`src/source/glbDataPkg.sv`:
```
// Global buffer data package with word and address widths, request structs and address split
`default_nettype none

package glbDataPkg;

    // Data word
    localparam int wordW = 32;
    typedef logic [wordW-1:0] wordT;

    // Bank geometry
    localparam int bankDepth = 64;
    localparam int wordAddrW = $clog2(bankDepth);
    localparam int relIdxW = 2;
    // Port address holds the relative bank in upper bits and the word in lower bits
    localparam int portAddrW = relIdxW + wordAddrW;

    typedef logic [wordAddrW-1:0] wordAddrT;
    typedef logic [portAddrW-1:0] portAddrT;

    // Write port request
    typedef struct packed {
        portAddrT addr;
        wordT     data;
    } wrReqT;

    // One bank access per cycle
    typedef struct packed {
        logic     en;
        logic     we;
        wordAddrT addr;
        wordT     data;
    } bankCmdT;

    // Relative bank field of a port address
    function automatic logic [relIdxW-1:0] relIdxOf(portAddrT addr);
        return addr[portAddrW-1:wordAddrW];
    endfunction

    // Word field of a port address
    function automatic wordAddrT wordAddrOf(portAddrT addr);
        return addr[wordAddrW-1:0];
    endfunction

endpackage

`default_nettype wire

```
`src/source/glbBankRam.sv`:
```
// Single-port synchronous SRAM bank taking one write or one read per cycle
`timescale 1ns/1ns
`default_nettype none

module glbBankRam (
    input  wire logic                clk,
    input  wire logic                rstN,
    input  wire glbDataPkg::bankCmdT cmd,
    output glbDataPkg::wordT         rdData
);

    // ====================
    // Storage
    // ====================

    glbDataPkg::wordT mem [glbDataPkg::bankDepth];

    // Write when we set and read otherwise
    // rdData keeps the last read word on idle cycles
    always_ff @(posedge clk) begin
        if (cmd.en) begin
            if (cmd.we) begin
                mem[cmd.addr] <= cmd.data;
            end else begin
                rdData <= mem[cmd.addr];
            end
        end
    end

    // ====================
    // Checks
    // ====================

    // Routed word address must be a known index on every enabled access
    bankAddrKnown: assert property (
        @(posedge clk) disable iff (!rstN)
        cmd.en |-> !$isunknown({cmd.we, cmd.addr})
    );

endmodule

`default_nettype wire

```
`config.mk`:
```
export PLATFORM = sky130hd
export DESIGN_NAME = glbBankRam
export DESIGN_NICKNAME = d
export VERILOG_FILES = /design/src/source/glbDataPkg.sv /design/src/source/glbBankRam.sv
export SDC_FILE = /design/constraint.sdc
export NUM_CORES = 2
export LEC_CHECK = 0
export ABC_AREA = 1
export BUFFER_PORTS_ARGS = -buffer_cell sky130_fd_sc_hd__buf_2
export CORE_MARGIN = 1.5
export CORE_UTILIZATION = 30
export DETAILED_ROUTE_END_ITERATION = 10
export SLEW_MARGIN = 20
export SYNTH_ARGS = -nofsm -noshare
export SYNTH_HDL_FRONTEND = slang
export SYNTH_SLANG_ARGS = --single-unit
```
`constraint.sdc`:
```
create_clock -name clk -period 4.65 [get_ports clk]
set_input_delay 0.6975 -clock clk [delete_from_list [all_inputs] [get_ports clk]]
set_output_delay 0.6975 -clock clk [all_outputs]
set_load 0.005 [all_outputs]
```
Yosys cells after proc, flatten, opt, wreduce, memory -nomap -nowiden
Memories as Yosys holds them, arrays and structs flattened. A register that Yosys moved wholly into a read port is not among the register bits.
Index checks and enable logic that the tools add are counted.
Widths: inputs -> output; s select.

word-level totals
  flip-flop bits (word level) = 0
  bits in writable memories = 2048
  input port bits = 42
  output and inout bits = 32
  logic and storage cells = 6
  memories kept = 1

memory list
  memory  words  width  read ports  clocked after Yosys merged registers in  write ports  RTL line          RTL
  mem     64     32     1           1                                        1            glbBankRam.sv:16  glbDataPkg::wordT mem [glbDataPkg::bankDepth];

operators by class
  mux-type cells = 3
  bitwise gates (word level) = 1
  reduce and logical (&&, ||, !) cells = 1

operators with widths
  cell              count
  $mux 1            3
  $reduce_and 2->1  1
  $not 1->1         1

Depth between registers and ports, before layout
  word-level depth = 3
  depth in mapped cells = 15
  mapped depth without buffers = 11

Worst setup path before layout
OpenSTA, ideal clock, no wires.

  kind = input to register
  from = in cmd[33] (netlist name)
  to = mem mem[40][0] (netlist name) (enable)
  library setup time = 0.502 ns
  data arrival time = 4.535 ns
  required time = 4.148 ns
  slack = -0.387 ns
  stages on the path = 5
  path buffers = 2
  path through = buf_2 buf_2 nor2_1 inv_1 nor4_1

RTL lines
  item             RTL line          RTL
  start, declared  glbBankRam.sv:8   input wire glbDataPkg::bankCmdT cmd,
  end, declared    glbBankRam.sv:16

No word-level cell before the write port.

==> results by group <==
Run status
  • Outcome: completed

Placement
  • # placed instances: 12190
  • Routability Congestion: 0.8356
  • DP HPWL: 132800 um
  • Port Buf Inserts: 72
  • DP Worst Slack: 0.9156 ns
  • Dpl cell area: 92620 um2

Clocking
  • Skew-Pair Late Insertion Delay: 0.86 ns
  • Postcts setup bufs: 0
  • Htree depth: 4
  • CTS Hold Bufs: 0
  • Post-cts resize count: 0
  • Number of CTS-inserted buffers: 197
  • Clock Path Buffers: 3
  • Clock Tree Root: clkbuf_16
  • Clock transition at path regs: 0.06 ns
  • Clk sink count: 2080
  • TritonCTS clock tree: done

Synthesis
  • Asr flop ratio synth: 0
  • Largest cells by area after synthesis: edfxtp_1, nand2_1, buf_6, buf_2, nor2_1
  • Synthesized area: 87450 um2
  • Post-synth EDFFs: 2080
  • Cell count after synthesis: 8442
  • Area leader, netlist: edfxtp_1
  • Post-synth top area share: 0.7142
  • Ys flop type: edfxtp_1
  • Sequential area share after synthesis: 0.7142
  • Most common cell in the synthesized netlist: nand2_1
  • Seq cells post-synth: 2080
  • Cell variety after synth: 22
  • Synth warnings: 0
  • Synth Area per Inst: 10.36 um2
  • Net Count, Synth: 8484
  • Commonest cells in the netlist: nand2_1, edfxtp_1, buf_2

Timing
  • Setup Viol. Count Final: 0
  • Final Skew: 0.02644 ns
  • Slew Viols, Final: 0
  • Fin crit share: 0.6097
  • Maximum clock rate: 352.7 MHz
  • Setup TNS: 0 ns
  • Setup ws final: 1.815 ns
  • Final hold violation count: 0
  • Worst slew pin tran: 1.093 ns
  • Minimum clock period: 2.835 ns
  • Slew Limit Headroom: 0.2715
  • RSZ-0062 raised after global routing: no
  • Hold WS: 0.2598 ns

Finish
  • Layout cells sized above 1: 0.07010
  • Nets: 8528
  • Finished Cell Area: 98670 um2
  • Non-Filler Instances: 12560
  • Final Util: 0.3398
  • Area delta synth->final: 12.84%

Critical path
  • Critical Path RT: 5.23 ns
  • Critical path type: in2reg
  • Crit path DAT: 3.42 ns
  • CP max FO: 72
  • Cell family with the largest share of critical-path delay: simple AND/OR/NAND/NOR gates
  • Worst path max stage delay: 0.51 ns
  • Slowest CP cell: nor2_1
  • Buf/Inv on CP: 3
  • Most frequent CP cell: nand2_1
  • CP Cell Sequence: buf_8 > inv_8 > buf_4 > nand2_1 > nand2_1 > nand2_1 > nand2_1 > nand2_1 > nand2_1 > nand2_1 > nand2_1 > nor2_1 > nand2_1
  • Type of origin of the critical path: primary input
  • CP Capture Type: flop

Route
  • First-iteration detailed-routing DRC count: 5563
  • Post-route ant nets: 0
  • DR WL/cell: 19.71 um
  • Post-DR vias/cell: 4.594
  • Residual DRC count: 0
  • Final wirelength: 247400 um
  • DR vias: 57680
  • DRT Pass-1 Iters: 8

Floorplanning
  • Initial core utilization: 0.3012
  • # rows: 198
  • Core area: 290300 um2
  • Ports: 74
  • Die W: 542.9 um
  • Vert. Die Dim: 542.9 um
  • Area of the die: 294700 um2

Job
  • MaxCap Viol Count: 0

Global route
  • Antenna violations before repair: 19
  • First-pass GRT wire length: 362900 um
  • Largest net degree at the start of global routing: 179
  • Global route overflow: 0
  • Vias in the first global route: 55450
  • Total Routing Usage GR: 0.1652

Pwr
  • PwrDens: 389.2 nW/um2
  • Total power: 38.41 mW
  • VDD IR max: 0.2855 mV
  • Leak Pwr: 40.15 nW

Min path
  • Min-delay worst type: in2reg
## worst register-to-register path: stages (launching register included)
cell and delay, ns:
edfxtp_1 0.36, nand2_1 0.07, nand2_1 0.07, nand2_1 0.06, nand2_1 0.07, nand2_1 0.06
nand2_1 0.09, nand2_1 0.07, nand2_1 0.26, nor2_1 0.50, nand2_1 0.10
## sequential cells by signal, summed over array words and instances (netlist names)
signal	cells
mem	2048
rdData	32
## report_power, final
part           internal, mW  switching [mW]  leakage [nW]
sequential             20.7          0.0318          18.7
clock                  8.48            6.86          2.94
combinational         0.529            1.79          18.5
## metal layers
metal | part of all wire | track usage | wire [um] | vias to the layer above
met1 | 0.41 | 0.2097 | 101800 | 27950
met5 | 0.00031 | 0 | 76 | -
met3 | 0.065 | 0.02287 | 15980 | 373
li1 | - | - | - | 27380
met4 | 0.033 | 0.06258 | 8289 | 12
met2 | 0.49 | 0.2846 | 121300 | 1965
## logic make-up after synthesis
logic type             Yosys count  share of synthesized area
and+or+nand+nor               5898                     0.2547
DFF                           2080                     0.7142
buffers and inverters          452                    0.03022
AOI/OAI and AO/OA               12                  0.0008299
## cells in the final DEF (no fill, tap or decap), drive strengths merged, types with 5 or more instances in the layout
cell type	netlist	layout
nor2	138	138
nor3	8	8
clkinv	1	88
nand2	5729	5729
o21ai	7	7
inv	30	40
or2	6	6
buf	313	266
edfxtp	2080	2080
diode	0	11
clkbuf	108	247
o211ai	5	5
bufinv	0	10
nand3	13	13
## final timing paths
path / slack (ns) / endpoint / from / depth (start not counted)
setup / recovery: 1.81 / rdData[28] / cmd[32] / 13
hold / removal: 0.26 / mem[47][28] / cmd[28] / 1
setup reg to reg: 2.68 / rdData[15] / mem[51][15] / 10
hold reg to reg: 0.84 / rdData[20] / mem[8][20] / 10
## final cells by class
type | instances | area [um2]
antenna | 11 | 27.53
clock buffer | 247 | 5224
clock inverter | 111 | 807.0
fill | 28880 | 191700
inverter | 31 | 152.6
multi-input combinational | 5910 | 22840
sequential | 2080 | 62460
tap | 3900 | 4880
timing repair buffer | 266 | 2285
No activity file was read; power rests on OpenSTA's default activity.
