<file path="config.mk">
export PLATFORM = sky130hd
export DESIGN_NAME = glbWrRoute
export DESIGN_NICKNAME = d
export VERILOG_FILES = /design/src/source/glbCfgPkg.sv /design/src/source/glbDataPkg.sv /design/src/source/glbWrRoute.sv
export SDC_FILE = /design/constraint.sdc
export NUM_CORES = 1
export LEC_CHECK = 0
export BUFFER_PORTS_ARGS = -buffer_cell sky130_fd_sc_hd__buf_2
export CAP_MARGIN = 10
export CORE_AREA = 2 2 166 168
export DETAILED_ROUTE_END_ITERATION = 10
export DIE_AREA = 0 0 168 170
export GPL_TIMING_DRIVEN = 0
export PLACE_DENSITY = 0.5
export SYNTH_ARGS = -nofsm -noshare
export SYNTH_HDL_FRONTEND = slang
export SYNTH_SLANG_ARGS = --single-unit
</file>
<file path="constraint.sdc">
create_clock -name vclk -period 1.4
set_input_delay 0.28 -clock vclk [all_inputs]
set_output_delay 0.28 -clock vclk [all_outputs]
set_load 0.005 [all_outputs]
</file>
<file path="src/source/glbCfgPkg.sv">
// Global buffer configuration package with port counts, the bank map entry and control states
`default_nettype none

package glbCfgPkg;

    // ====================
    // Sizes
    // ====================

    // Banks shared by all ports
    localparam int numBank = 4;
    // Write ports into the buffer
    localparam int numWrPort = 2;
    // Read ports out of the buffer
    localparam int numRdPort = 2;

    // ====================
    // Index types
    // ====================

    // Absolute bank number or relative index in a port's bank list
    typedef logic [1:0] bankIdxT;
    typedef logic [0:0] wrPortIdxT;
    typedef logic [0:0] rdPortIdxT;

    // One bank map entry, written during configuration
    typedef struct packed {
        logic      used;
        wrPortIdxT wrPort;
        rdPortIdxT rdPort;
        bankIdxT   relIdx;
    } bankMapT;

    // Whole map, one entry per bank
    typedef bankMapT [numBank-1:0] bankMapArrT;

    // Control phases
    typedef enum logic [1:0] {stIdle, stCfg, stRun} glbStateT;

endpackage

`default_nettype wire

</file>
<file path="src/source/glbDataPkg.sv">
// Global buffer data package with word and address widths, request structs and address split
`default_nettype none

package glbDataPkg;

    // Data word
    localparam int wordW = 32;
    typedef logic [wordW-1:0] wordT;

    // Bank geometry
    localparam int bankDepth = 64;
    localparam int wordAddrW = $clog2(bankDepth);
    localparam int relIdxW = 2;
    // Port address holds the relative bank in upper bits and the word in lower bits
    localparam int portAddrW = relIdxW + wordAddrW;

    typedef logic [wordAddrW-1:0] wordAddrT;
    typedef logic [portAddrW-1:0] portAddrT;

    // Write port request
    typedef struct packed {
        portAddrT addr;
        wordT     data;
    } wrReqT;

    // One bank access per cycle
    typedef struct packed {
        logic     en;
        logic     we;
        wordAddrT addr;
        wordT     data;
    } bankCmdT;

    // Relative bank field of a port address
    function automatic logic [relIdxW-1:0] relIdxOf(portAddrT addr);
        return addr[portAddrW-1:wordAddrW];
    endfunction

    // Word field of a port address
    function automatic wordAddrT wordAddrOf(portAddrT addr);
        return addr[wordAddrW-1:0];
    endfunction

endpackage

`default_nettype wire

</file>
<file path="src/source/glbWrRoute.sv">
// Write router that merges reads and port writes into bank commands with reads winning a clash
`timescale 1ns/1ns
`default_nettype none

module glbWrRoute (
    input  wire logic                                               running,
    input  wire glbCfgPkg::bankMapArrT                              bankMap,
    input  wire logic [glbCfgPkg::numWrPort-1:0]                    wrVld,
    input  wire glbDataPkg::wrReqT [glbCfgPkg::numWrPort-1:0]       wrReq,
    input  wire glbDataPkg::bankCmdT [glbCfgPkg::numBank-1:0]       bankRdCmd,
    input  wire logic [glbCfgPkg::numBank-1:0]                      bankRdBusy,
    output logic [glbCfgPkg::numWrPort-1:0]                         wrRdy,
    output glbDataPkg::bankCmdT [glbCfgPkg::numBank-1:0]            bankCmd
);

    // ====================
    // Bank commands
    // ====================

    always_comb begin
        glbCfgPkg::wrPortIdxT owner;
        glbDataPkg::wrReqT    req;
        for (int b = 0; b < glbCfgPkg::numBank; b++) begin
            owner = bankMap[b].wrPort;
            req   = wrReq[owner];
            if (bankRdBusy[b]) begin
                // Read has the bank this cycle
                bankCmd[b] = bankRdCmd[b];
            end else begin
                bankCmd[b].en   = running && bankMap[b].used && wrVld[owner]
                    && (glbDataPkg::relIdxOf(req.addr) == bankMap[b].relIdx);
                bankCmd[b].we   = 1'b1;
                bankCmd[b].addr = glbDataPkg::wordAddrOf(req.addr);
                bankCmd[b].data = req.data;
            end
        end
    end

    // ====================
    // Write ready
    // ====================

    // Held off only by a read on the mapped target bank
    // Unmapped target stays ready and the write is dropped
    always_comb begin
        logic blocked;
        for (int p = 0; p < glbCfgPkg::numWrPort; p++) begin
            blocked = 1'b0;
            for (int b = 0; b < glbCfgPkg::numBank; b++) begin
                if (bankMap[b].used && (bankMap[b].wrPort == glbCfgPkg::wrPortIdxT'(p))
                    && (bankMap[b].relIdx == glbDataPkg::relIdxOf(wrReq[p].addr))
                    && bankRdBusy[b]) begin
                    blocked = 1'b1;
                end
            end
            wrRdy[p] = running && !blocked;
        end
    end

endmodule

`default_nettype wire

</file>
# Yosys cells after proc, flatten, opt, wreduce, memory -nomap -nowiden
# Cells that the tools add are included.
# totals
inputBits	267
n_memories	0
ramBits	0
romBits	0
register_bits	0
elab_cells	88
latch_bits	0
out_inout_bits	162
# classes
multipliers	0
n_eq_ne	12
n_reduce_logical	40
div_mod_pow	0
shifts	0
mux	28
magnitude_cmp	4
bitwise_logic	4
addsub	0
# ops
operator	n
2-to-1 mux 40 bit	12
logical AND 1 bit	38
equality test 2 bit	12
2-to-1 mux 1 bit	16
less-than comparator 1 x 2 -> 1 bit (second input constant)	4
inverter 1 bit	4
logical NOT 1 bit	2

# Depth between registers and ports, before layout
# depth
ltp_word	10
ltp_mapped	5
ltp_nobuf	4

# Least setup slack after synthesis
# No wires, ideal clock.
# synth_timing
path_kind	in2out
startpoint	input wrReq[79] (netlist name)
endpoint	output wrRdy[1] (netlist name)
n_path_buf	1
stages	5
slack_ps	-50
t_required_ps	1120
arrival_ps	1170
path_cell_list	buf_6 -> xor2_1 -> or4b_1 -> o211ai_1 -> a211oi_1
# synth_between
elab_chain_cells	9
elab_cells_between_ends	18
cone_classes	eq/ne: 4; mux: 4; reduce/logical: 10
# synth_lines
item	line	source
start: declaration	glbWrRoute.sv:9	input wire glbDataPkg::wrReqT [glbCfgPkg::numWrPort-1:0] wrReq,
equality test 2 bit	glbWrRoute.sv:51	&& (bankMap[b].relIdx == glbDataPkg::relIdxOf(wrReq[p].addr))
logical AND 1 bit	glbWrRoute.sv:51	
logical AND 1 bit	glbWrRoute.sv:52	&& bankRdBusy[b]) begin
2-to-1 mux 1 bit (3 in series)	glbWrRoute.sv:50	if (bankMap[b].used && (bankMap[b].wrPort == glbCfgPkg::wrPortIdxT'(p))
2-to-1 mux 1 bit (*)	glbWrRoute.sv:50	
logical NOT 1 bit (*)	glbWrRoute.sv:56	wrRdy[p] = running && !blocked;
logical AND 1 bit (*)	glbWrRoute.sv:56	
end: declaration	glbWrRoute.sv:12	output logic [glbCfgPkg::numWrPort-1:0] wrRdy,
# Every way passes the cells marked *; elsewhere a longest branch is shown, timed or not.

# Worst setup path after layout
# layout_timing
startpoint	input wrReq[39] (netlist name)
endpoint	output wrRdy[0] (netlist name)
# Same word-level chain as after synthesis.

==> impl_metrics.py <==
metrics = {
    "synth": {
        "yosys_warnings": 0,
        "yosys-top-cells-count": "nand2_1, mux2i_1, o21ai_0, clkbuf_1, buf_2",
        "synth_top_area_share_pct": 44.31,
        "synth-simple-area-share_pct": 19.62,
        "synthDistinctLibCells": 27,
        "syn_inst": 591,
        "syn_nets": 858,
        "synth_area_leaders": "mux2i_1, o21ai_0, nand2_1",
        "synth_area_mm2": 0.003705,
        "synth_area_leader_cell": "mux2i_1",
        "synth-xor-area-share_pct": 4.492,
        "yosysMostFrequentCell": "nand2_1",
        "synth_seq_area_share_pct": 0,
        "synth_compound_area_share_pct": 23.27,
        "synth_adder_area_share_pct": 0,
        "syn_area_per_cell_um2": 6.269,
        "synth_top_family_by_area": "multiplexers",
        "synth.area.mux_share_pct": 44.31,
    },
    "grt": {
        "grt_max_degree": 11,
        "use_met3_pct": 2.326,
        "busiest_layer": "met2",
        "grt_overflow_total": 0,
        "grt_pass1_wl_um": 38340,
        "antenna_found_initial": 0,
        "use_met1_pct": 20.39,
        "grt.met2_usage_pct": 32.43,
        "grt_usage_pct": 17.62,
        "grt_pass1_vias": 6332,
    },
    "cells_and_area": {
        "n_antenna_cell": 0,
        "drive_above_1_share_pct": 52.33,
        "nClkBuffers": 0,
        "final_cell_area_mm2": 0.007316,
        "regArea_um2": 0,
        "seq_cell_count": 0,
        "postLayoutCoreUtil_pct": 27.45,
        "layout.nets": 1301,
        "syn2layout_area_growth_pct": 97.47,
    },
    "worst_setup_path": {
        "crit_type": "primary input to output port",
        "crit_path_start_kind": "primary input",
        "setup.worst_path.end_class": "output port",
        "cp_max_fo": 10,
        "cp.arrival_ns": 1.38,
        "required_ns": 1.12,
    },
    "sta": {
        "setup_viol": 39,
        "slew_violations": 0,
        "rsz0062_at_grt": "true",
        "tightest_slew_ns": 0.3497,
        "relSlewSlack_pct": 76.38,
        "clock.fmax_mhz": 603.5,
        "fin_ws_ns": -0.2570,
        "finalSetupTns_ns": -2.872,
        "hold_viol_final": 0,
        "finalCritPeriodShare_pct": 118.4,
        "min_period_ns": 1.657,
    },
    "detailed_routing": {
        "vias": 6246,
        "dr.pass1.iters": 5,
        "routed_wl_um": 27200,
        "drc": 0,
        "wl_per_cell_um": 19.81,
        "drtAntennaViolNets": 0,
        "vias_per_cell": 4.549,
        "drtIter0Drc": 259,
    },
    "pwr": {
        "power_frac_comb_pct": 100.0,
        "vdd_ir_drop_max_v": 0.0001306,
        "p_total_mw": 2.540,
        "cellPowerDensity_mw_per_mm2": 347.2,
        "netSwitchingFraction_pct": 50.14,
        "p_sw_mw": 1.274,
        "cellLeakagePower_nw": 3.926,
        "clkPwrFrac_pct": 0,
        "p_seq_share_pct": 0,
        "internal_power_mw": 1.266,
    },
    "place": {
        "hpwl_um": 21470,
        "place_area_mm2": 0.006212,
        "portBuffers": 413,
        "gp_congestion": 0.8799,
    },
    "die": {
        "start_util_pct": 13.90,
        "die_w_um": 168,
        "design.core.area_mm2": 0.02665,
        "fp.dieH_um": 170,
        "row_count": 60,
        "die_area_mm2": 0.02856,
        "boundaryPins": 429,
    },
    "run_status": {
        "violations": "setup timing",
        "status": "finished, violations left",
    },
    "hold_path": {
        "hp-class": "primary input to output port",
    },
    "run": {
        "maxCapViolations": 0,
    },
    "clock_network": {
        "ctsHoldBuffers": 0,
    },
}
-- power by group through the flow --
stage	Clock, mW	Sequential, mW	Combinational (mW)
final	0	0	2.54
after global routing	0	0	2.75
after CTS	0	0	2.44
after detailed placement	0	0	2.10
after global placement	0	0	2.10
after floorplan	0	0	0.919
-- logic make-up (layout without fill, tap and decap cells) --
logic type             after synthesis  count (layout)
multiplexers                       164             164
AO/OA/AOI/OAI                      164             164
buffers and inverters               61             502
AND/OR/NAND/NOR                    183             183
XOR/XNOR                            19              19
-- worst paths after layout --
| kind | start | depth (start not counted) | slack, ns | endpoint |
|---|---|---|---|---|
| min | bankRdCmd[118] | 3 | 0.81 | bankCmd[118] |
| max | wrReq[39] | 6 | -0.26 | wrRdy[0] |
-- timing repair --
item / CTS / global route
endpoints found under the hold margin: 0 / 0
gates cloned: 4 / 1
endpoints found under the setup margin: 162 / 107
gates resized for setup: 223 / 89
buffers inserted: 19 / 7
pin swaps: 9 / 10
-- area by class of cell --
class                           count  area (µm²)
Fill cell                        2963       19330
Multi-Input combinational cell    530        3627
Timing Repair Buffer              442        2489
Buffer                             59       769.5
Tap cell                          341       426.7
Inverter                            1       3.754
-- worst max-delay path, stage by stage --
cell,delay [ns]
buf_8,0.12
or2_4,0.25
a2111oi_2,0.33
or2_1,0.19
nor3_2,0.05
buf_2,0.15
-- through the flow --
step	setup WS, ns	hold slack [ns]	std cells
after global placement	-0.9349	0.8089	1345
final	-0.2570	0.8117	1373
after detailed placement	-0.9219	0.8095	1345
after floorplan	-0.05035	0.6507	591
after global routing	-0.3121	0.8152	1373
after CTS	-0.2368	0.8117	1368
-- routing by layer --
| layer | vias up | wire (µm) |
|---|---|---|
| met5 | - | 0 |
| met4 | 0 | 1443 |
| met3 | 68 | 1767 |
| met2 | 370 | 13370 |
| met1 | 2831 | 10620 |
| li1 | 2977 | - |
-- cell usage in the layout (no fill, tap or decap), types with 2 or more instances in the layout --
cell type / count
buf_4: 11
buf_2: 416
mux2i_1: 141
buf_8: 16
o21ai_0: 76
xnor2_1: 4
clkbuf_4: 7
nand2_1: 164
a32o_1: 4
xor2_1: 15
buf_16: 5
nor3_1: 5
o21ai_1: 67
nand2b_1: 4
o21ai_2: 9
mux2i_4: 7
clkbuf_8: 3
or2_4: 2
clkbuf_2: 11
buf_12: 22
mux2i_2: 16
buf_6: 9
(Power assumes the default switching activity.)
