**src/source/glbCfgPkg.sv**
```systemverilog
// Global buffer configuration package with port counts, the bank map entry and control states
`default_nettype none

package glbCfgPkg;

    // ====================
    // Sizes
    // ====================

    // Banks shared by all ports
    localparam int numBank = 4;
    // Write ports into the buffer
    localparam int numWrPort = 2;
    // Read ports out of the buffer
    localparam int numRdPort = 2;

    // ====================
    // Index types
    // ====================

    // Absolute bank number or relative index in a port's bank list
    typedef logic [1:0] bankIdxT;
    typedef logic [0:0] wrPortIdxT;
    typedef logic [0:0] rdPortIdxT;

    // One bank map entry, written during configuration
    typedef struct packed {
        logic      used;
        wrPortIdxT wrPort;
        rdPortIdxT rdPort;
        bankIdxT   relIdx;
    } bankMapT;

    // Whole map, one entry per bank
    typedef bankMapT [numBank-1:0] bankMapArrT;

    // Control phases
    typedef enum logic [1:0] {stIdle, stCfg, stRun} glbStateT;

endpackage

`default_nettype wire

```
**src/source/glbDataPkg.sv**
```systemverilog
// Global buffer data package with word and address widths, request structs and address split
`default_nettype none

package glbDataPkg;

    // Data word
    localparam int wordW = 32;
    typedef logic [wordW-1:0] wordT;

    // Bank geometry
    localparam int bankDepth = 64;
    localparam int wordAddrW = $clog2(bankDepth);
    localparam int relIdxW = 2;
    // Port address holds the relative bank in upper bits and the word in lower bits
    localparam int portAddrW = relIdxW + wordAddrW;

    typedef logic [wordAddrW-1:0] wordAddrT;
    typedef logic [portAddrW-1:0] portAddrT;

    // Write port request
    typedef struct packed {
        portAddrT addr;
        wordT     data;
    } wrReqT;

    // One bank access per cycle
    typedef struct packed {
        logic     en;
        logic     we;
        wordAddrT addr;
        wordT     data;
    } bankCmdT;

    // Relative bank field of a port address
    function automatic logic [relIdxW-1:0] relIdxOf(portAddrT addr);
        return addr[portAddrW-1:wordAddrW];
    endfunction

    // Word field of a port address
    function automatic wordAddrT wordAddrOf(portAddrT addr);
        return addr[wordAddrW-1:0];
    endfunction

endpackage

`default_nettype wire

```
**src/source/glbRdRoute.sv**
```systemverilog
// Read router that steers port requests to owning banks and returns bank data per port
`timescale 1ns/1ns
`default_nettype none

module glbRdRoute (
    input  wire logic                                                   clk,
    input  wire logic                                                   rstN,
    input  wire logic                                                   running,
    input  wire glbCfgPkg::bankMapArrT                                  bankMap,
    input  wire logic [glbCfgPkg::numRdPort-1:0]                        rdReqVld,
    input  wire glbDataPkg::portAddrT [glbCfgPkg::numRdPort-1:0]        rdReqAddr,
    input  wire logic [glbCfgPkg::numRdPort-1:0]                        rdDatRdy,
    input  wire glbDataPkg::wordT [glbCfgPkg::numBank-1:0]              bankRdData,
    output logic [glbCfgPkg::numRdPort-1:0]                             rdReqRdy,
    output logic [glbCfgPkg::numRdPort-1:0]                             rdDatVld,
    output glbDataPkg::wordT [glbCfgPkg::numRdPort-1:0]                 rdDat,
    output glbDataPkg::bankCmdT [glbCfgPkg::numBank-1:0]                bankRdCmd,
    output logic [glbCfgPkg::numBank-1:0]                               bankRdBusy
);

    logic [glbCfgPkg::numRdPort-1:0]                rdAcc;
    logic [glbCfgPkg::numRdPort-1:0]                portHit;
    glbCfgPkg::bankIdxT [glbCfgPkg::numRdPort-1:0]  portBank;
    logic [glbCfgPkg::numRdPort-1:0]                retHit;
    glbCfgPkg::bankIdxT [glbCfgPkg::numRdPort-1:0]  retBank;

    // Accept when running and return slot empty or draining
    assign rdReqRdy = {glbCfgPkg::numRdPort{running}} & (~rdDatVld | rdDatRdy);
    assign rdAcc    = rdReqVld & rdReqRdy;

    // ====================
    // Bank side
    // ====================

    always_comb begin
        glbCfgPkg::rdPortIdxT owner;
        for (int b = 0; b < glbCfgPkg::numBank; b++) begin
            owner = bankMap[b].rdPort;
            // Owner request whose relative bank matches this entry
            bankRdBusy[b] = bankMap[b].used && rdAcc[owner]
                && (glbDataPkg::relIdxOf(rdReqAddr[owner]) == bankMap[b].relIdx);
            bankRdCmd[b].en   = bankRdBusy[b];
            bankRdCmd[b].we   = 1'b0;
            bankRdCmd[b].addr = glbDataPkg::wordAddrOf(rdReqAddr[owner]);
            bankRdCmd[b].data = '0;
        end
    end

    // Which bank, if any, serves each port this cycle
    always_comb begin
        for (int p = 0; p < glbCfgPkg::numRdPort; p++) begin
            portHit[p]  = 1'b0;
            portBank[p] = '0;
            for (int b = 0; b < glbCfgPkg::numBank; b++) begin
                if (bankRdBusy[b] && (bankMap[b].rdPort == glbCfgPkg::rdPortIdxT'(p))) begin
                    portHit[p]  = 1'b1;
                    portBank[p] = glbCfgPkg::bankIdxT'(b);
                end
            end
        end
    end

    // ====================
    // Return side
    // ====================

    // Valid set on accept and cleared when taken
    always_ff @(posedge clk) begin
        if (!rstN) begin
            rdDatVld <= '0;
        end else begin
            rdDatVld <= rdAcc | (rdDatVld & ~rdDatRdy);
        end
    end

    // Source of the pending word
    always_ff @(posedge clk) begin
        for (int p = 0; p < glbCfgPkg::numRdPort; p++) begin
            if (rdAcc[p]) begin
                retHit[p]  <= portHit[p];
                retBank[p] <= portBank[p];
            end
        end
    end

    // Bank output holds while stalled since only the owner port reads it
    // Miss on unmapped relative bank returns zero
    always_comb begin
        for (int p = 0; p < glbCfgPkg::numRdPort; p++) begin
            rdDat[p] = retHit[p] ? bankRdData[retBank[p]] : '0;
        end
    end

    // Data held under back-pressure by the bank output register
    for (genvar p = 0; p < glbCfgPkg::numRdPort; p++) begin : genRdChk
        rdDatStable: assert property (
            @(posedge clk) disable iff (!rstN)
            (rdDatVld[p] && !rdDatRdy[p]) |=> $stable(rdDat[p])
        );
    end

endmodule

`default_nettype wire

```
**config.mk**
```make
export PLATFORM = sky130hd
export DESIGN_NAME = glbRdRoute
export DESIGN_NICKNAME = d
export VERILOG_FILES = /design/src/source/glbCfgPkg.sv /design/src/source/glbDataPkg.sv /design/src/source/glbRdRoute.sv
export SDC_FILE = /design/constraint.sdc
export NUM_CORES = 1
export LEC_CHECK = 0
export ABC_AREA = 1
export BUFFER_PORTS_ARGS = -buffer_cell sky130_fd_sc_hd__buf_2
export CORE_AREA = 4 4 155 157
export DETAILED_ROUTE_END_ITERATION = 6
export DIE_AREA = 0 0 159 161
export PLACE_DENSITY = 0.49
export SLEW_MARGIN = 20
export SYNTH_ARGS = -nofsm -noshare
export SYNTH_HDL_FRONTEND = slang
export SYNTH_SLANG_ARGS = --single-unit
```
**constraint.sdc**
```tcl
create_clock -name clk -period 1.9 [get_ports clk]
set_input_delay 0.19 -clock clk [delete_from_list [all_inputs] [get_ports clk]]
set_output_delay 0.19 -clock clk [all_outputs]
set_load 0.01 [all_outputs]
```
== Yosys cells after proc, flatten, opt, wreduce, memory -nomap -nowiden ==
Index checks and enable logic that the tools add are counted.

* Bits in registers: 8
* Input port bits: 171
* Output and inout port bits: 232
* Logic and storage cells: 76

* $lt $le $gt $ge: 6
* Eq/ne operators: 4
* Mux-type cells: 28
* Bitwise gates (word level): 11
* Reductions and logical operators: 20

{| class="wikitable"
|+ Operator list
! operator !! number
|-
| $bmux W32 S2 || 2
|-
| $mux W32 || 4
|-
| $mux W8 || 8
|-
| $logic_and A1 B1 Y1 || 16
|-
| $mux W1 || 14
|-
| $eq A2 B2 Y1 || 4
|-
| $lt A1 B2 Y1 const B || 4
|-
| $and A2 B2 Y2 || 3
|-
| $lt A2 B3 Y1 const B || 2
|-
| $reduce_or A3 Y1 || 2
|-
| $not A1 Y1 || 4
|-
| $not A2 Y2 || 2
|-
| $or A2 B2 Y2 || 2
|-
| $reduce_or A2 Y1 || 2
|}

== Logic depth before layout (Yosys ltp) ==
* Depth after elaboration: 11
* Mapped depth: 11
* Depth with buffers taken out: 10

== Least setup slack after synthesis ==
No wires, ideal clock.

* Path type: register to output
* Start point: reg rdDatVld[0] (netlist bit)
* End point: out bankRdCmd[119] (netlist bit)
* Data arrival time: 1389 ps
* Data required time: 1710 ps
* Path slack: 321 ps
* Cell stages (with the launch flop): 7
* Path buffers: 1
* Cell sequence: dfxtp_1 > nand2_1 > nand3_1 > nand2_1 > inv_1 > nor4_1 > buf_4

* Word-level cells in the longest chain between the ends: 8

{| class="wikitable"
|+ Ends and longest elaborated chain
! what !! RTL line !! text
|-
| start, declared || glbRdRoute.sv:15 || <nowiki>output logic [glbCfgPkg::numRdPort-1:0] rdDatVld,</nowiki>
|-
| start signal, assigned || glbRdRoute.sv:72 || <nowiki>rdDatVld <= rdAcc | (rdDatVld & ~rdDatRdy);</nowiki>
|-
| $not A2 Y2 || glbRdRoute.sv:28 || <nowiki>assign rdReqRdy = {glbCfgPkg::numRdPort{running}} & (~rdDatVld | rdDatRdy);</nowiki>
|-
| $or A2 B2 Y2 || glbRdRoute.sv:28 ||
|-
| $and A2 B2 Y2 || glbRdRoute.sv:28 ||
|-
| $and A2 B2 Y2 || glbRdRoute.sv:29 || <nowiki>assign rdAcc = rdReqVld & rdReqRdy;</nowiki>
|-
| $mux W1 (not written as such) (2 in series) || glbRdRoute.sv:40 || <nowiki>bankRdBusy[b] = bankMap[b].used && rdAcc[owner]</nowiki>
|-
| $logic_and A1 B1 Y1 || glbRdRoute.sv:40 ||
|-
| $logic_and A1 B1 Y1 || glbRdRoute.sv:41 || <nowiki>&& (glbDataPkg::relIdxOf(rdReqAddr[owner]) == bankMap[b].relIdx);</nowiki>
|-
| end, declared || glbRdRoute.sv:17 || <nowiki>output glbDataPkg::bankCmdT [glbCfgPkg::numBank-1:0] bankRdCmd,</nowiki>
|}

Every way passes these cells. The select of a mux whose other input is x is not followed.

==> flow_summary_export.csv <==
group,metric,value,unit
cells_and_area,design_area,5650,µm²
power_and_ir_drop,leakagePower,3.27,nW
grt,grt_pass1_vias,5014,
timing,fin_crit,1.85,ns
clocking,cts_sinks,8,
detailed_routing,drt_iter0_markers,449,
worst_setup_path,r2r_start,"rdDatVld[1]$_SDFF_PN0_",
detailed_routing,drt_pass1_iterations,5,
grt,grt_pass1_wl,25.9,mm
die,ios,403,
clocking,clock_path_buffers,2,
yosys,ys_types,22,
timing,setup_viol,0,
timing,finalCritPeriodShare,97.6,%
worst_setup_path,start_kind,"flop",
hold_path,min_from,"rstN",
die,dieArea,25600,µm²
die,core,22500,µm²
clocking,tritoncts,"done",
cells_and_area,area_growth,33.7,%
hold_path,holdPathEnd,"rdDatVld[0]$_SDFF_PN0_",
detailed_routing,avgViaCountPerCell,4.26,
place,port_buffers,266,
detailed_routing,postRouteAntennaNets,0,
worst_setup_path,critPathArrivalTime,1.66,ns
worst_setup_path,cp_slowest_stage_delay,0.44,ns
clocking,numCtsBuffers,3,
timing,fin_worst_skew,0.00187,ns
cells_and_area,fillers,2614,
worst_setup_path,reg2regPathDepth,8,
worst_setup_path,crit_fanout,12,
clocking,clk_pin_slew,0.04,ns
worst_setup_path,cp.required,1.71,ns
worst_setup_path,r2r-end,"retBank[0]$_SDFFCE_PP1N_",
die,start_util,18.8,%
worst_setup_path,rrSetupSlack,0.51,ns
yosys,syn_area_per_cell,5.49,µm²
die,fp-row-count,55,
die,fp.dieH,161,µm
die,die_width,159,µm
place,place_congestion,0.877,
cells_and_area,fin_nets,1183,
yosys,yosysWarnings,0,
timing,timing.final.max_slew_violations,0,
cells_and_area,mostFrequentLayoutCells,"buf_2, nand2_1, conb_1",
yosys,ys_seq_elements,8,
detailed_routing,vias,5523,
worst_setup_path,crit_path_end_kind,"primary output",
place,hpwlAfterDp,14.2,mm
grt,grt-ovfl-total,0,
cells_and_area,finalNonFillerCells,1296,
clocking,root_buffer,"clkbuf_16",
clocking,clock_latency,0.23,ns
timing,fmax,0.539,GHz
detailed_routing,wl_per_cell,14.3,µm
cells_and_area,final_common_cell,"buf_2",
place,place_area,5410,µm²
worst_setup_path,critPathKind,"reg -> out",
power_and_ir_drop,ir_drop,200,µV
timing,hold_viol_final,0,
detailed_routing,drc,0,
hold_path,hp-class,"in -> reg",
grt,track_usage,12.0,%
grt,antenna_found_initial,0,
hold_path,hold_depth,3,
cells_and_area,layout-drive-gt1-share,31.2,%
place,dp.cells,1282,
clocking,htreeDepth,1,
timing,final.setup.tns,0,ns
status,status,"complete, no violations",
run,max-cap-violations,0,
detailed_routing,drt-total-wl,18.5,mm
yosys,yosysSeqAreaShare,5.21,%
yosys,synthCells,770,
cells_and_area,insertedDiodeCount,0,
yosys,mappedNetlistArea,4230,µm²
grt,grt_max_degree,69,
worst_setup_path,slowest_stage,"edfxtp_1",
worst_setup_path,crit_chain,"buf_4 > buf_4 > a21oi_1 > o21ai_0 > a21oi_1 > buf_2",
power_and_ir_drop,power.density,336,nW/µm²
clocking,hold_buffers,0,
[synthesized netlist by cell type, drive strengths merged]
cell / count / area share [%]
conb: 1 / 0.089
clkbuf: 31 / 2.8
dfxtp: 2 / 0.95
nor4: 3 / 0.44
nor2: 11 / 1.5
o211ai: 64 / 11
nand3: 21 / 2.5
o21ai: 90 / 11
a21oi: 128 / 15
nand3b: 2 / 0.36
nand2: 146 / 13
buf: 161 / 28
edfxtp: 6 / 4.3
inv: 104 / 9.3
[kinds of logic (layout without fill, tap and decap cells)]
group	after synthesis	count (layout)	synth area share, %
flip-flops	8	8	5.21
other	1	132	0.0887
AO/OA/AOI/OAI	282	282	37.2
AND/OR/NAND/NOR	183	183	17.8
buffers and inverters	296	406	39.8
[layer usage]
metal	track usage, %	vias to the layer above	routed length (µm)
met5	0	-	0
met4	2.29	0	272
met3	2.42	18	1580
met2	23.1	293	9470
met1	13.6	2458	7210
li1	-	2754	-
[how the worst max path moves through the flow]
stage	from	endpoint	slack, ns	cells after the start
after floorplan	rdDatVld[0]$_SDFF_PN0_	bankRdCmd[119]	0.32	6
after global placement	bankMap[12]	bankRdBusy[2]	0.29	8
after detailed placement	bankMap[17]	bankRdCmd[159]	0.30	9
after CTS	rdDatVld[0]$_SDFF_PN0_	bankRdCmd[119]	0.05	6
after global routing	retBank[2]$_SDFFCE_PP1N_	rdDat[56]	-0.0006	6
final	retBank[0]$_SDFFCE_PP1N_	rdDat[27]	0.05	6
[metrics by stage]
step / worst slack [ns] / hold slack (ns) / utilization [%] / total power (W)
floorplan: 0.321 / 0.317 / - / 0.00115
global placement: 0.295 / 0.426 / 24.0 / 0.00147
detailed placement: 0.302 / 0.428 / 24.0 / 0.00148
CTS: 0.0477 / 0.188 / 24.4 / 0.00185
global route: -0.000631 / 0.205 / 25.1 / 0.00207
finish: 0.0462 / 0.191 / 25.1 / 0.00190
[timing repair]
| action | CTS | global route |
|---|---|---|
| resized for setup | 0 | 4 |
| endpoints found under the setup margin | 0 | 21 |
| buffers inserted | 0 | 6 |
[state kept, by name, indices dropped and copies added, names as in the netlist]
| name | count |
|---|---|
| rdDatVld | 2 |
| retHit | 2 |
| retBank | 4 |
[area by class of cell]
cell class              count  area [µm²]  area share (%)
inverters                 104         393            6.95
flip-flops and latches      8         220            3.90
multi-input cells         597        2840            50.2
repair buffers            298        1770            31.3
well taps                 285         357            6.31
clock buffers               4        78.8            1.40
[report_power, final]
| part | total [W] | leakage, nW | internal, W | switching (W) |
|---|---|---|---|---|
| Sequential | 0.000207 | 0.0710 | 0.000200 | 0.00000639 |
| Combinational | 0.00132 | 3.16 | 0.000505 | 0.000819 |
| Clock | 0.000366 | 0.0382 | 0.000280 | 0.0000864 |
| Total | 0.00190 | 3.27 | 0.000986 | 0.000911 |
[critical path: cells and delay by family, from the launching register on]
family | cells | cell delay (ns)
AO/OA/AOI/OAI | 3 | 0.44
buffers and inverters | 3 | 0.55
flip-flops | 1 | 0.44
Note: power is estimated with default switching activity, not from simulation.
