`config.mk`:
```
export PLATFORM = sky130hd
export DESIGN_NAME = glbBankCtrl
export DESIGN_NICKNAME = d
export VERILOG_FILES = /design/src/source/glbCfgPkg.sv /design/src/source/glbBankCtrl.sv
export SDC_FILE = /design/constraint.sdc
export NUM_CORES = 1
export LEC_CHECK = 0
export BUFFER_PORTS_ARGS = -buffer_cell sky130_fd_sc_hd__buf_2
export CAP_MARGIN = 30
export CORE_MARGIN = 2
export CORE_UTILIZATION = 35
export DETAILED_ROUTE_END_ITERATION = 10
export GPL_TIMING_DRIVEN = 0
export PLACE_DENSITY = 0.71
export SYNTH_ARGS = -nofsm -noshare
export SYNTH_HDL_FRONTEND = slang
export SYNTH_SLANG_ARGS = --single-unit
export TNS_END_PERCENT = 100
```
`constraint.sdc`:
```
create_clock -name clk -period 1.5 [get_ports clk]
set_clock_uncertainty 0.1 [all_clocks]
set_input_delay 0.075 -clock clk [delete_from_list [all_inputs] [get_ports clk]]
set_output_delay 0.075 -clock clk [all_outputs]
set_load 0.02 [all_outputs]
```
`src/source/glbCfgPkg.sv`:
```
// Global buffer configuration package with port counts, the bank map entry and control states
`default_nettype none

package glbCfgPkg;

    // ====================
    // Sizes
    // ====================

    // Banks shared by all ports
    localparam int numBank = 4;
    // Write ports into the buffer
    localparam int numWrPort = 2;
    // Read ports out of the buffer
    localparam int numRdPort = 2;

    // ====================
    // Index types
    // ====================

    // Absolute bank number or relative index in a port's bank list
    typedef logic [1:0] bankIdxT;
    typedef logic [0:0] wrPortIdxT;
    typedef logic [0:0] rdPortIdxT;

    // One bank map entry, written during configuration
    typedef struct packed {
        logic      used;
        wrPortIdxT wrPort;
        rdPortIdxT rdPort;
        bankIdxT   relIdx;
    } bankMapT;

    // Whole map, one entry per bank
    typedef bankMapT [numBank-1:0] bankMapArrT;

    // Control phases
    typedef enum logic [1:0] {stIdle, stCfg, stRun} glbStateT;

endpackage

`default_nettype wire

```
`src/source/glbBankCtrl.sv`:
```
// Buffer control FSM with idle, configure and run phases, bank map storage and status pulses
`timescale 1ns/1ns
`default_nettype none

module glbBankCtrl (
    input  wire logic                  clk,
    input  wire logic                  rstN,
    input  wire logic                  cfgStart,
    input  wire logic                  cfgVld,
    input  wire glbCfgPkg::bankIdxT    cfgBank,
    input  wire glbCfgPkg::bankMapT    cfgEntry,
    input  wire logic                  runStart,
    input  wire logic                  runStop,
    input  wire logic                  clearBanks,
    output logic                       running,
    output logic                       bankFinish,
    output logic                       bankClr,
    output glbCfgPkg::bankMapArrT      bankMap
);

    glbCfgPkg::glbStateT state;

    // ====================
    // State machine
    // ====================

    always_ff @(posedge clk) begin
        if (!rstN) begin
            state      <= glbCfgPkg::stIdle;
            bankMap    <= '0;
            bankFinish <= 1'b0;
            bankClr    <= 1'b0;
        end else begin
            // Pulses last one cycle
            bankFinish <= 1'b0;
            bankClr    <= 1'b0;
            case (state)
                glbCfgPkg::stIdle: begin
                    // Map clear only while idle
                    if (clearBanks) begin
                        bankMap <= '0;
                        bankClr <= 1'b1;
                    end
                    if (cfgStart) begin
                        state <= glbCfgPkg::stCfg;
                    end
                end
                glbCfgPkg::stCfg: begin
                    if (cfgVld) begin
                        bankMap[cfgBank] <= cfgEntry;
                    end
                    if (runStart) begin
                        state <= glbCfgPkg::stRun;
                    end
                end
                glbCfgPkg::stRun: begin
                    if (runStop) begin
                        state      <= glbCfgPkg::stIdle;
                        bankFinish <= 1'b1;
                    end
                end
                default: state <= glbCfgPkg::stIdle;
            endcase
        end
    end

    // Run level straight from the state register
    assign running = (state == glbCfgPkg::stRun);

    // ====================
    // Map consistency
    // ====================

    // Two used banks of one port with the same relative index
    function automatic logic relClash(glbCfgPkg::bankMapArrT m, logic useRd);
        logic clash;
        logic samePort;
        clash = 1'b0;
        for (int a = 0; a < glbCfgPkg::numBank; a++) begin
            for (int b = a + 1; b < glbCfgPkg::numBank; b++) begin
                samePort = useRd ? (m[a].rdPort == m[b].rdPort) : (m[a].wrPort == m[b].wrPort);
                if (m[a].used && m[b].used && samePort && (m[a].relIdx == m[b].relIdx)) begin
                    clash = 1'b1;
                end
            end
        end
        return clash;
    endfunction

    // Routes would hit two banks with one address
    wrRelIdxUnique: assert property (
        @(posedge clk) disable iff (!rstN)
        running |-> !relClash(bankMap, 1'b0)
    );

    rdRelIdxUnique: assert property (
        @(posedge clk) disable iff (!rstN)
        running |-> !relClash(bankMap, 1'b1)
    );

endmodule

`default_nettype wire

```
After elaboration in Yosys (flattened, before gate mapping)
Index checks and enable logic that the tools add are counted.
Widths: inputs -> output; s select.
Storage, ports and cells
  flip-flop bits (word level): 24
  input bits: 14
  output and inout bits: 23
  word-level logic and storage cells: 47
Operators by class
  order comparisons: 2
  eq/ne operators: 7
  multiplexer cells: 12
  reductions and logical operators: 7
Operator list (number)
  $mux 20: 2
  $pmux 20 s2: 1
  $bwmux 20: 1
  $demux 5 s2: 1
  $ne 2x2->1 const B: 5
  $mux 2: 3
  $pmux 2 s3: 1
  $reduce_and 3->1: 2
  $mux 5: 1
  $reduce_and 2->1: 2
  $lt 2x3->1 const B: 1
  $eq 2x1->1 const B: 1
  $eq 2x2->1 const B: 1
  $ge 2x1->1 const B: 1
  $logic_not 2->1: 1
  $mux 1: 2
  $reduce_bool 2->1: 1
  $logic_and 1x1->1: 1

Depth between registers and ports, before layout
Gate-level depths: netlist (run 1).
  depth in word-level cells: 7
  gate-level depth with buffers: 4
  depth with buffers taken out: 3

Least setup slack after synthesis (run 1)
Ideal clock, no wire load.
  kind: reg-to-reg
  start: register state[0]
  end: register bankMap[12] in the netlist's numbering
  library setup time: 71 ps
  arrival: 1011 ps
  required time: 1329 ps
  slack: 319 ps
  stages on the path, launching flop included: 5
  buffers on the path: 1
  period minus slack after synthesis: 1181 ps
  cells stage by stage: dfxtp_1 -> buf_6 -> and4b_1 -> o31ai_4 -> o2bb2ai_1
Between the ends
  longest elaborated chain between the ends: 3
  elaborated cells between the ends (all ways): 7
  classes of those cells: eq/ne (3); mux (1); reduce/logical (3)
RTL lines
  start, declared: RTL line glbBankCtrl.sv:21  | glbCfgPkg::glbStateT state;
  start signal, assigned: RTL line glbBankCtrl.sv:29  | state <= glbCfgPkg::stIdle;
  start signal, assigned: RTL line glbBankCtrl.sv:45  | state <= glbCfgPkg::stCfg;
  start signal, assigned: RTL line glbBankCtrl.sv:53  | state <= glbCfgPkg::stRun;
  $eq 2x1->1 or $logic_not 2->1 (tied branches): RTL line glbBankCtrl.sv:37  | case (state)
  $ne 2x2->1 (no line) or $reduce_bool 2->1 (tied branches)
  $reduce_and 3->1 (no line)
  end signal, assigned by index: RTL line glbBankCtrl.sv:50  | bankMap[cfgBank] <= cfgEntry;
  end, declared: RTL line glbBankCtrl.sv:18  | output glbCfgPkg::bankMapArrT bankMap
Several ways; a longest one is shown, not always the timed one.
A chain may end at the register's enable or synchronous reset.

Final worst setup path (run 1)
  start: register state[0]
  end: register bankMap[10] in the netlist's numbering
Same word-level chain as after synthesis.

==> results_dict.tcl, run 1 <==
set metrics [dict create \
    fin_tns_setup_ps 0 \
    overflow 0 \
    setup_viol 0 \
    syn-num-nets 90 \
    worstPathRequired_ps 1650 \
    cp.depth 4 \
    ys_ff_latch 24 \
    synthTopCellsByCount "24 x dfxtp_1, 20 x o2bb2ai_1, 6 x nand2_1" \
    grt_pass1_vias 782 \
    fmax_mhz 779 \
    cts-buffers-inserted 3 \
    final_area_mm2 0.00125 \
    cts_tree "built" \
    dpl-instance-area_mm2 0.00115 \
    seq_area_frac_synth_pct 51.7 \
    crit_start "state[0]" \
    slew-limit-headroom_pct 68.4 \
    gp_congestion 0.738 \
    status "completed" \
    synth_top_area_cell "dfxtp_1" \
    yosys_warnings 0 \
    clk_latency_ps 300 \
    first_pass_iters 4 \
    async_reset_ff_share_pct 0 \
    via_count 767 \
    nFillCells 241 \
    final_nets 136 \
    syn-cell-area_um2 930 \
    r2r-end "bankMap[10]" \
    path_buf_inv 1 \
    port_buffers 36 \
    drt-initial-drc-count 10 \
    antenna_found_initial 0 \
    path_class "reg -> reg" \
    synth_top_area_share_pct 51.7 \
    maxSlewViolCount 0 \
    cts_setup_buffers 0 \
    wl_per_cell_um 13.6 \
    drcViolationCount 0 \
    grt_pass1_wl_um 3470 \
    synth-edff-count 0 \
    max_cap_violations 0 \
    tightestPinTransition_ps 472 \
    synthDistinctLibCells 21 \
    final_core_util_pct 50.0 \
    cp_top_family "compound AO/OA/AOI/OAI gates" \
    die_x_um 55.5 \
    n_antenna_cell 0 \
    cts_htree_levels 1 \
    totalWireLength_um 2060 \
    hold_viol_final 0 \
    cts_max_path_buffers 2 \
    core_mm2 0.00250 \
    cts.reportedPaths.clkPinSlew_ps 130 \
    synthTopCellsByArea "dfxtp_1 52%, o2bb2ai_1 19%, o31ai_4 9.2%, nand2_1 2.4%, and4b_1 2.2%" \
    start_util_pct 37.2 \
    p_leak_uw 0.000543 \
    peakVddDrop_v 0.000725 \
    ys.flop_type "dfxtp_1" \
    pin_count 37 \
    hold_path_class "in -> reg" \
    cp_slowest_cell "dfxtp_1" \
    grt_use_total_pct 14.1 \
    chipHeight_um 55.5 \
    drive_above_1_share_pct 40.5 \
    yosysMostFrequentCell "dfxtp_1" \
    worstPathMaxFanout 10 \
    endpoint "bankMap[10]" \
    grt_start_max_net_pins 15 \
    regArea_um2 480 \
    avgSynthCellArea_um2 12.2 \
    area_growth_pct 34.5 \
    p_per_area_mw_per_mm2 1000 \
    worstPathCellList "buf_6 -> and4b_1 -> o31ai_4 -> o2bb2ai_1" \
    clock-sinks 24 \
    r2r_setup_slack_ps 220 \
    vias_per_cell 5.08 \
    worstPathArrival_ps 1430 \
    ff2ff_path_depth 4 \
    setup.worst_path.end_class "flop" \
    cp_slowest_stage_delay_ps 350 \
    start_kind "flop" \
    die-area_mm2 0.00308 \
    rows 18 \
    place_hpwl_um 1550 \
    drtAntennaViolNets 0 \
    min_period_ps 1280 \
    cts-resized-gates 0 \
    netlist_instances 76 \
    cts-root-buf "clkbuf_4" \
    rsz0062_at_grt "no" \
    multi_input_area_um2 424 \
    r2r_start "state[0]" \
    fin_crit_sh_pct 85.5 \
]
-- registers in the layout, summed over array words and instances (netlist names) --
register,cells
bankMap,20
state,2
bankClr,1
bankFinish,1
-- worst register-to-register path, cell delays in order (launching register included) --
cell and delay (ps):
dfxtp_1 350, buf_6 140, and4b_1 230, o31ai_4 270
o2bb2ai_1 140
-- routing by layer --
layer | track usage [%] | vias up | routed length (um)
met1 | 16.4 | 351 | 944
met2 | 24.3 | 26 | 955
met3 | 5.39 | 2 | 149
li1 | - | 388 | -
met5 | 0 | - | 0
met4 | 3.83 | 0 | 12
-- how the worst min path moves through the flow --
| stage | startpoint | end | slack (ps) | depth (start not counted) |
|---|---|---|---|---|
| floorplan | runStop | bankFinish | 140 | 1 |
| global placement | runStart | state[1] | 250 | 3 |
| detailed placement | runStart | state[1] | 270 | 3 |
| CTS | cfgEntry[0] | bankMap[5] | 5 | 3 |
| global route | cfgEntry[3] | bankMap[3] | 30 | 3 |
| finish | cfgEntry[3] | bankMap[3] | 30 | 3 |
-- cell type report --
type,count,area share (%)
sequential,24,38.4
multi-input combinational,48,33.9
timing repair buffer,41,18.4
tap,30,3.00
clock inverter,1,2.40
clock buffer,3,1.80
inverter,3,1.10
buffer,1,0.901
-- cells by family after synthesis --
| group | count (synthesis) | synth area share [%] |
|---|---|---|
| AO/OA/AOI/OAI | 25 | 28.7 |
| flip-flops | 24 | 51.7 |
| AND/OR/NAND/NOR | 22 | 15.9 |
| multiplexers | 1 | 1.08 |
| buffers and inverters | 4 | 2.69 |
-- stage by stage --
stage	total power, uW	setup WS (ps)	hold WS, ps	cells
floorplan	755	319	139	76
global route	1300	119	27.0	151
detailed placement	803	232	265	142
CTS	1270	205	5.37	150
global placement	800	258	250	142
finish	1250	217	26.2	151
-- power breakdown --
group,switching [uW],leakage (uW),internal (uW)
registers,6.18,0.000194,648
logic,80.4,0.000321,63.2
clock network,187,0.0000279,270
-- cells in the final DEF (no fill, tap or decap), drive strengths merged, types with 2 or more instances in the layout --
cell / count
and4b: 2
o2bb2ai: 20
nor3b: 2
nand2: 6
dfxtp: 24
buf: 37
nand3b: 2
clkbuf: 3
dlygate4sd3: 5
nor2: 2
o31ai: 4
inv: 3
-- timing repair --
item / in CTS / in global routing
endpoints found under the setup margin: 0 / 0
endpoints found under the hold margin: 4 / 2
hold buffers: 4 / 1
Note: power is estimated with default switching activity, not from simulation.
==> run 2: changes to the inputs <==
==> constraint.sdc (replaced) <==
create_clock -name clk -period 1.3 [get_ports clk]
set_clock_uncertainty 0.1 [all_clocks]
set_input_delay 0.065 -clock clk [delete_from_list [all_inputs] [get_ports clk]]
set_output_delay 0.065 -clock clk [all_outputs]
set_load 0.02 [all_outputs]
==> results_dict.tcl, run 2 (synthesized netlist as in run 1, its figures left out) <==
set metrics [dict create \
    antenna_found_initial 0 \
    rsz0062_at_grt "yes" \
    path_class "reg -> reg" \
    fmax_mhz 779 \
    cts-root-buf "clkbuf_4" \
    max_cap_violations 0 \
    drive_above_1_share_pct 45.6 \
    setup.worst_path.end_class "flop" \
    grt_pass1_wl_um 3500 \
    total_power_uw 1470 \
    drtAntennaViolNets 0 \
    drt-initial-drc-count 12 \
    vias_per_cell 5.10 \
    cts_tree "built" \
    fin_crit_sh_pct 98.7 \
    start_kind "flop" \
    gp_congestion 0.738 \
    grt_use_total_pct 14.2 \
    drcViolationCount 0 \
    p_per_area_mw_per_mm2 1130 \
    worstPathArrival_ps 1440 \
    most-common-layout-cells "37 x buf_2, 23 x dfxtp_1, 19 x o2bb2ai_1" \
    wl_per_cell_um 13.8 \
    layout_commonest_cell "buf_2" \
    maxSlewViolCount 0 \
    worstPathMaxFanout 5 \
    grt_start_max_net_pins 15 \
    via_count 790 \
    slew-limit-headroom_pct 74.0 \
    core_mm2 0.00250 \
    grt_pass1_vias 792 \
    regMostFlops "bankMap" \
    status "completed" \
    use_met2_pct 24.7 \
    min_period_ps 1280 \
    use_met1_pct 16.4 \
    largest_reg_flops 20 \
    pin_count 37 \
    overflow 0 \
    n_antenna_cell 0 \
    p_leak_uw 0.000570 \
    chipHeight_um 55.5 \
    setup_viol 0 \
    met3_usage_pct 5.39 \
    first_pass_iters 4 \
    rows 18 \
    start_util_pct 37.2 \
    worstPathRequired_ps 1450 \
    hold_path_class "in -> reg" \
    setup_ws_ps 16.6 \
    cts_max_path_buffers 2 \
    clk_latency_ps 300 \
    tightestPinTransition_ps 390 \
    peakVddDrop_v 0.000825 \
    area_growth_pct 39.7 \
    cts_htree_levels 1 \
    top_regs "bankMap x20, state x2" \
    hold_viol_final 0 \
    place_hpwl_um 1550 \
    die-area_mm2 0.00308 \
    place_ws_ps 31.6 \
    grt.busiest_layer "met2" \
    clock-sinks 24 \
    cts.reportedPaths.clkPinSlew_ps 130 \
    final_nets 140 \
    totalWireLength_um 2140 \
    port_buffers 36 \
    die_x_um 55.5 \
    cts-buffers-inserted 3 \
]
[run 2: cell count changes in the layout (fill, tap and decap cells not counted), sizes merged]
cell	change
dlygate4sd3	+1
buf	+3
[run 2: where the power goes]
part           total [uW]  internal, uW  switching (uW)  leakage, uW
sequential            756           748            7.48     0.000194
clock                 529           312             218    0.0000279
combinational         183          84.4            98.5     0.000347
[run 2: critical path, cell delays in order (launching register included)]
cell	delay, ps
dfxtp_2	350
buf_6	120
and4b_1	210
o31ai_4	290
o2bb2ai_1	150
[run 2: cell type report]
type,count,area [um2]
flip-flops and latches,24,482
multi-input cells,48,442
clock inverters,1,30.0
inverters,3,13.8
plain buffers,1,11.3
fillers,236,1200
clock buffers,3,22.5
well taps,30,37.5
repair buffers,45,260
[run 2: worst paths after layout]
kind,startpoint,end,slack [ps],depth (start not counted)
worst min-delay path,cfgEntry[3],bankMap[3],20,3
worst max register to register,state[0],bankMap[9],20,4
worst min register to register,bankMap[16],bankMap[16],370,1
worst max-delay path,state[0],bankMap[9],20,4
[run 2: metal layers]
metal  vias up  part of all wire (%)
li1        396                     -
met1       366                    44
met2        26                    48
met3         2                   7.1
met4         0                  0.56
met5         -                     0
[run 2: repair_timing]
item	4_1_cts	5_1_grt
buffers inserted	0	2
hold buffers	5	1
endpoints found under the setup margin	0	20
resized for setup	0	6
hold endpoints to repair	9	4
[run 2: through the flow]
| stage | TNS [ps] | std cells | instance area [um2] | hold WS, ps | utilization [%] |
|---|---|---|---|---|---|
| floorplan | 0 | 76 | 930 | 129 | - |
| global placement | 0 | 142 | 1150 | 240 | 45.9 |
| detailed placement | 0 | 142 | 1150 | 255 | 45.9 |
| CTS | 0 | 151 | 1250 | 6.49 | 50.0 |
| global route | -376 | 155 | 1300 | 15.8 | 52.0 |
| finish | 0 | 155 | 1300 | 16.2 | 52.0 |
==> run 3: changes to the inputs <==
--- a/config.mk
+++ b/config.mk
@@ -11,6 +11,7 @@
 export CORE_UTILIZATION = 35
 export DETAILED_ROUTE_END_ITERATION = 10
 export GPL_TIMING_DRIVEN = 0
+export HOLD_SLACK_MARGIN = 0.08
 export PLACE_DENSITY = 0.71
 export SYNTH_ARGS = -nofsm -noshare
 export SYNTH_HDL_FRONTEND = slang
==> results_dict.tcl, run 3 (synthesized netlist as in run 1, its figures left out) <==
set metrics [dict create \
    status "completed" \
    vias_per_cell 5.06 \
    cts-root-buf "clkbuf_4" \
    worstPathArrival_ps 1440 \
    chipHeight_um 55.5 \
    die_x_um 55.5 \
    multi_input_area_um2 442 \
    worstPathRequired_ps 1450 \
    cts-buffers-inserted 3 \
    drive_above_1_share_pct 42.7 \
    slew-limit-headroom_pct 73.2 \
    placed_cells 142 \
    nFillCells 234 \
    hold_path_class "in -> reg" \
    peakVddDrop_v 0.000840 \
    setup_ws_ps 12.8 \
    final_core_util_pct 54.7 \
    cts_htree_levels 1 \
    grt_use_total_pct 15.5 \
    fin_crit_sh_pct 99.0 \
    place_hpwl_um 1550 \
    place_ws_ps 31.6 \
    pin_count 37 \
    clk_latency_ps 310 \
    die-area_mm2 0.00308 \
    path_class "reg -> reg" \
    worstPathMaxFanout 5 \
    stdcell_count 161 \
    top_regs "bankMap x20, state x2" \
    setup_viol 0 \
    n_antenna_cell 0 \
    via_count 815 \
    drcViolationCount 0 \
    area_growth_pct 47.0 \
    regMostFlops "bankMap" \
    first_pass_iters 4 \
    rows 18 \
    p_leak_uw 0.000596 \
    antenna_found_initial 0 \
    wl_per_cell_um 14.4 \
    drt-initial-drc-count 15 \
    drtAntennaViolNets 0 \
    p_per_area_mw_per_mm2 1090 \
    overflow 0 \
    cts_tree "built" \
    maxSlewViolCount 0 \
    cts.reportedPaths.clkPinSlew_ps 130 \
    totalWireLength_um 2320 \
    tightestPinTransition_ps 402 \
    regArea_um2 482 \
    grt_pass1_vias 839 \
    fin_tns_setup_ps 0 \
    start_util_pct 37.2 \
    min_period_ps 1290 \
    max_cap_violations 0 \
    largest_reg_flops 20 \
    cts_max_path_buffers 2 \
    rsz0062_at_grt "yes" \
    port_buffers 36 \
    grt_pass1_wl_um 3800 \
    hold_viol_final 0 \
    setup.worst_path.end_class "flop" \
    gp_congestion 0.738 \
    grt_start_max_net_pins 15 \
    clock-sinks 24 \
    core_mm2 0.00250 \
    start_kind "flop" \
    fmax_mhz 777 \
    final_nets 146 \
    layout_commonest_cell "buf_2" \
    most-common-layout-cells "35 x buf_2, 23 x dfxtp_1, 19 x o2bb2ai_1" \
]
## run 3: cell types whose count changed in the layout (fill, tap and decap cells not counted)
| cell | delta |
|---|---|
| dlygate4sd3_1 | +7 |
| buf_2 | -2 |
| buf_4 | +1 |
## run 3: final timing paths
check,startpoint,endpoint,slack [ps],cells after the start
min reg2reg,bankMap[5],bankMap[5],370,1
max,state[0],bankMap[9],10,4
max reg2reg,state[0],bankMap[9],10,4
min,rstN,bankMap[7],130,3
## run 3: report_power, final
part | total [uW] | internal, uW | switching, uW
Sequential | 756 | 748 | 7.53
Clock | 531 | 312 | 219
Combinational | 203 | 98.2 | 105
Total | 1490 | 1160 | 331
## run 3: per-layer routing
| layer | routed length [um] | GRT usage, % | share of wire [%] | up-vias |
|---|---|---|---|---|
| met3 | 124 | 4.68 | 5.4 | 2 |
| met5 | 0 | 0 | 0 | - |
| met4 | 12 | 3.83 | 0.52 | 0 |
| met1 | 1030 | 18.1 | 44 | 381 |
| met2 | 1150 | 27.6 | 50 | 26 |
| li1 | - | - | - | 406 |
## run 3: critical path, cell delays in order (launching register included)
cell and delay (ps):
dfxtp_2 360, buf_6 120, and4b_1 210, o31ai_4 290, o2bb2ai_1 150
## run 3: what timing repair did
item / CTS / global route
gates resized for setup: 0 / 8
setup buffers: 0 / 2
hold buffers: 13 / 0
hold endpoints to repair: 24 / 0
endpoints found under the setup margin: 0 / 20
## run 3: per-stage QoR
| step | hold slack, ps | area (um2) | power, uW |
|---|---|---|---|
| after floorplan | 129 | 930 | 872 |
| after global placement | 240 | 1150 | 923 |
| after detailed placement | 255 | 1150 | 926 |
| after CTS | 83.8 | 1330 | 1480 |
| after global routing | 146 | 1370 | 1540 |
| final | 128 | 1370 | 1490 |
## run 3: final cells by class
type | instances | area share (%)
tap | 30 | 2.75
clock inverter | 1 | 2.20
sequential | 24 | 35.3
timing repair buffer | 51 | 24.0
clock buffer | 3 | 1.65
buffer | 1 | 0.824
multi-input combinational | 48 | 32.3
inverter | 3 | 1.01
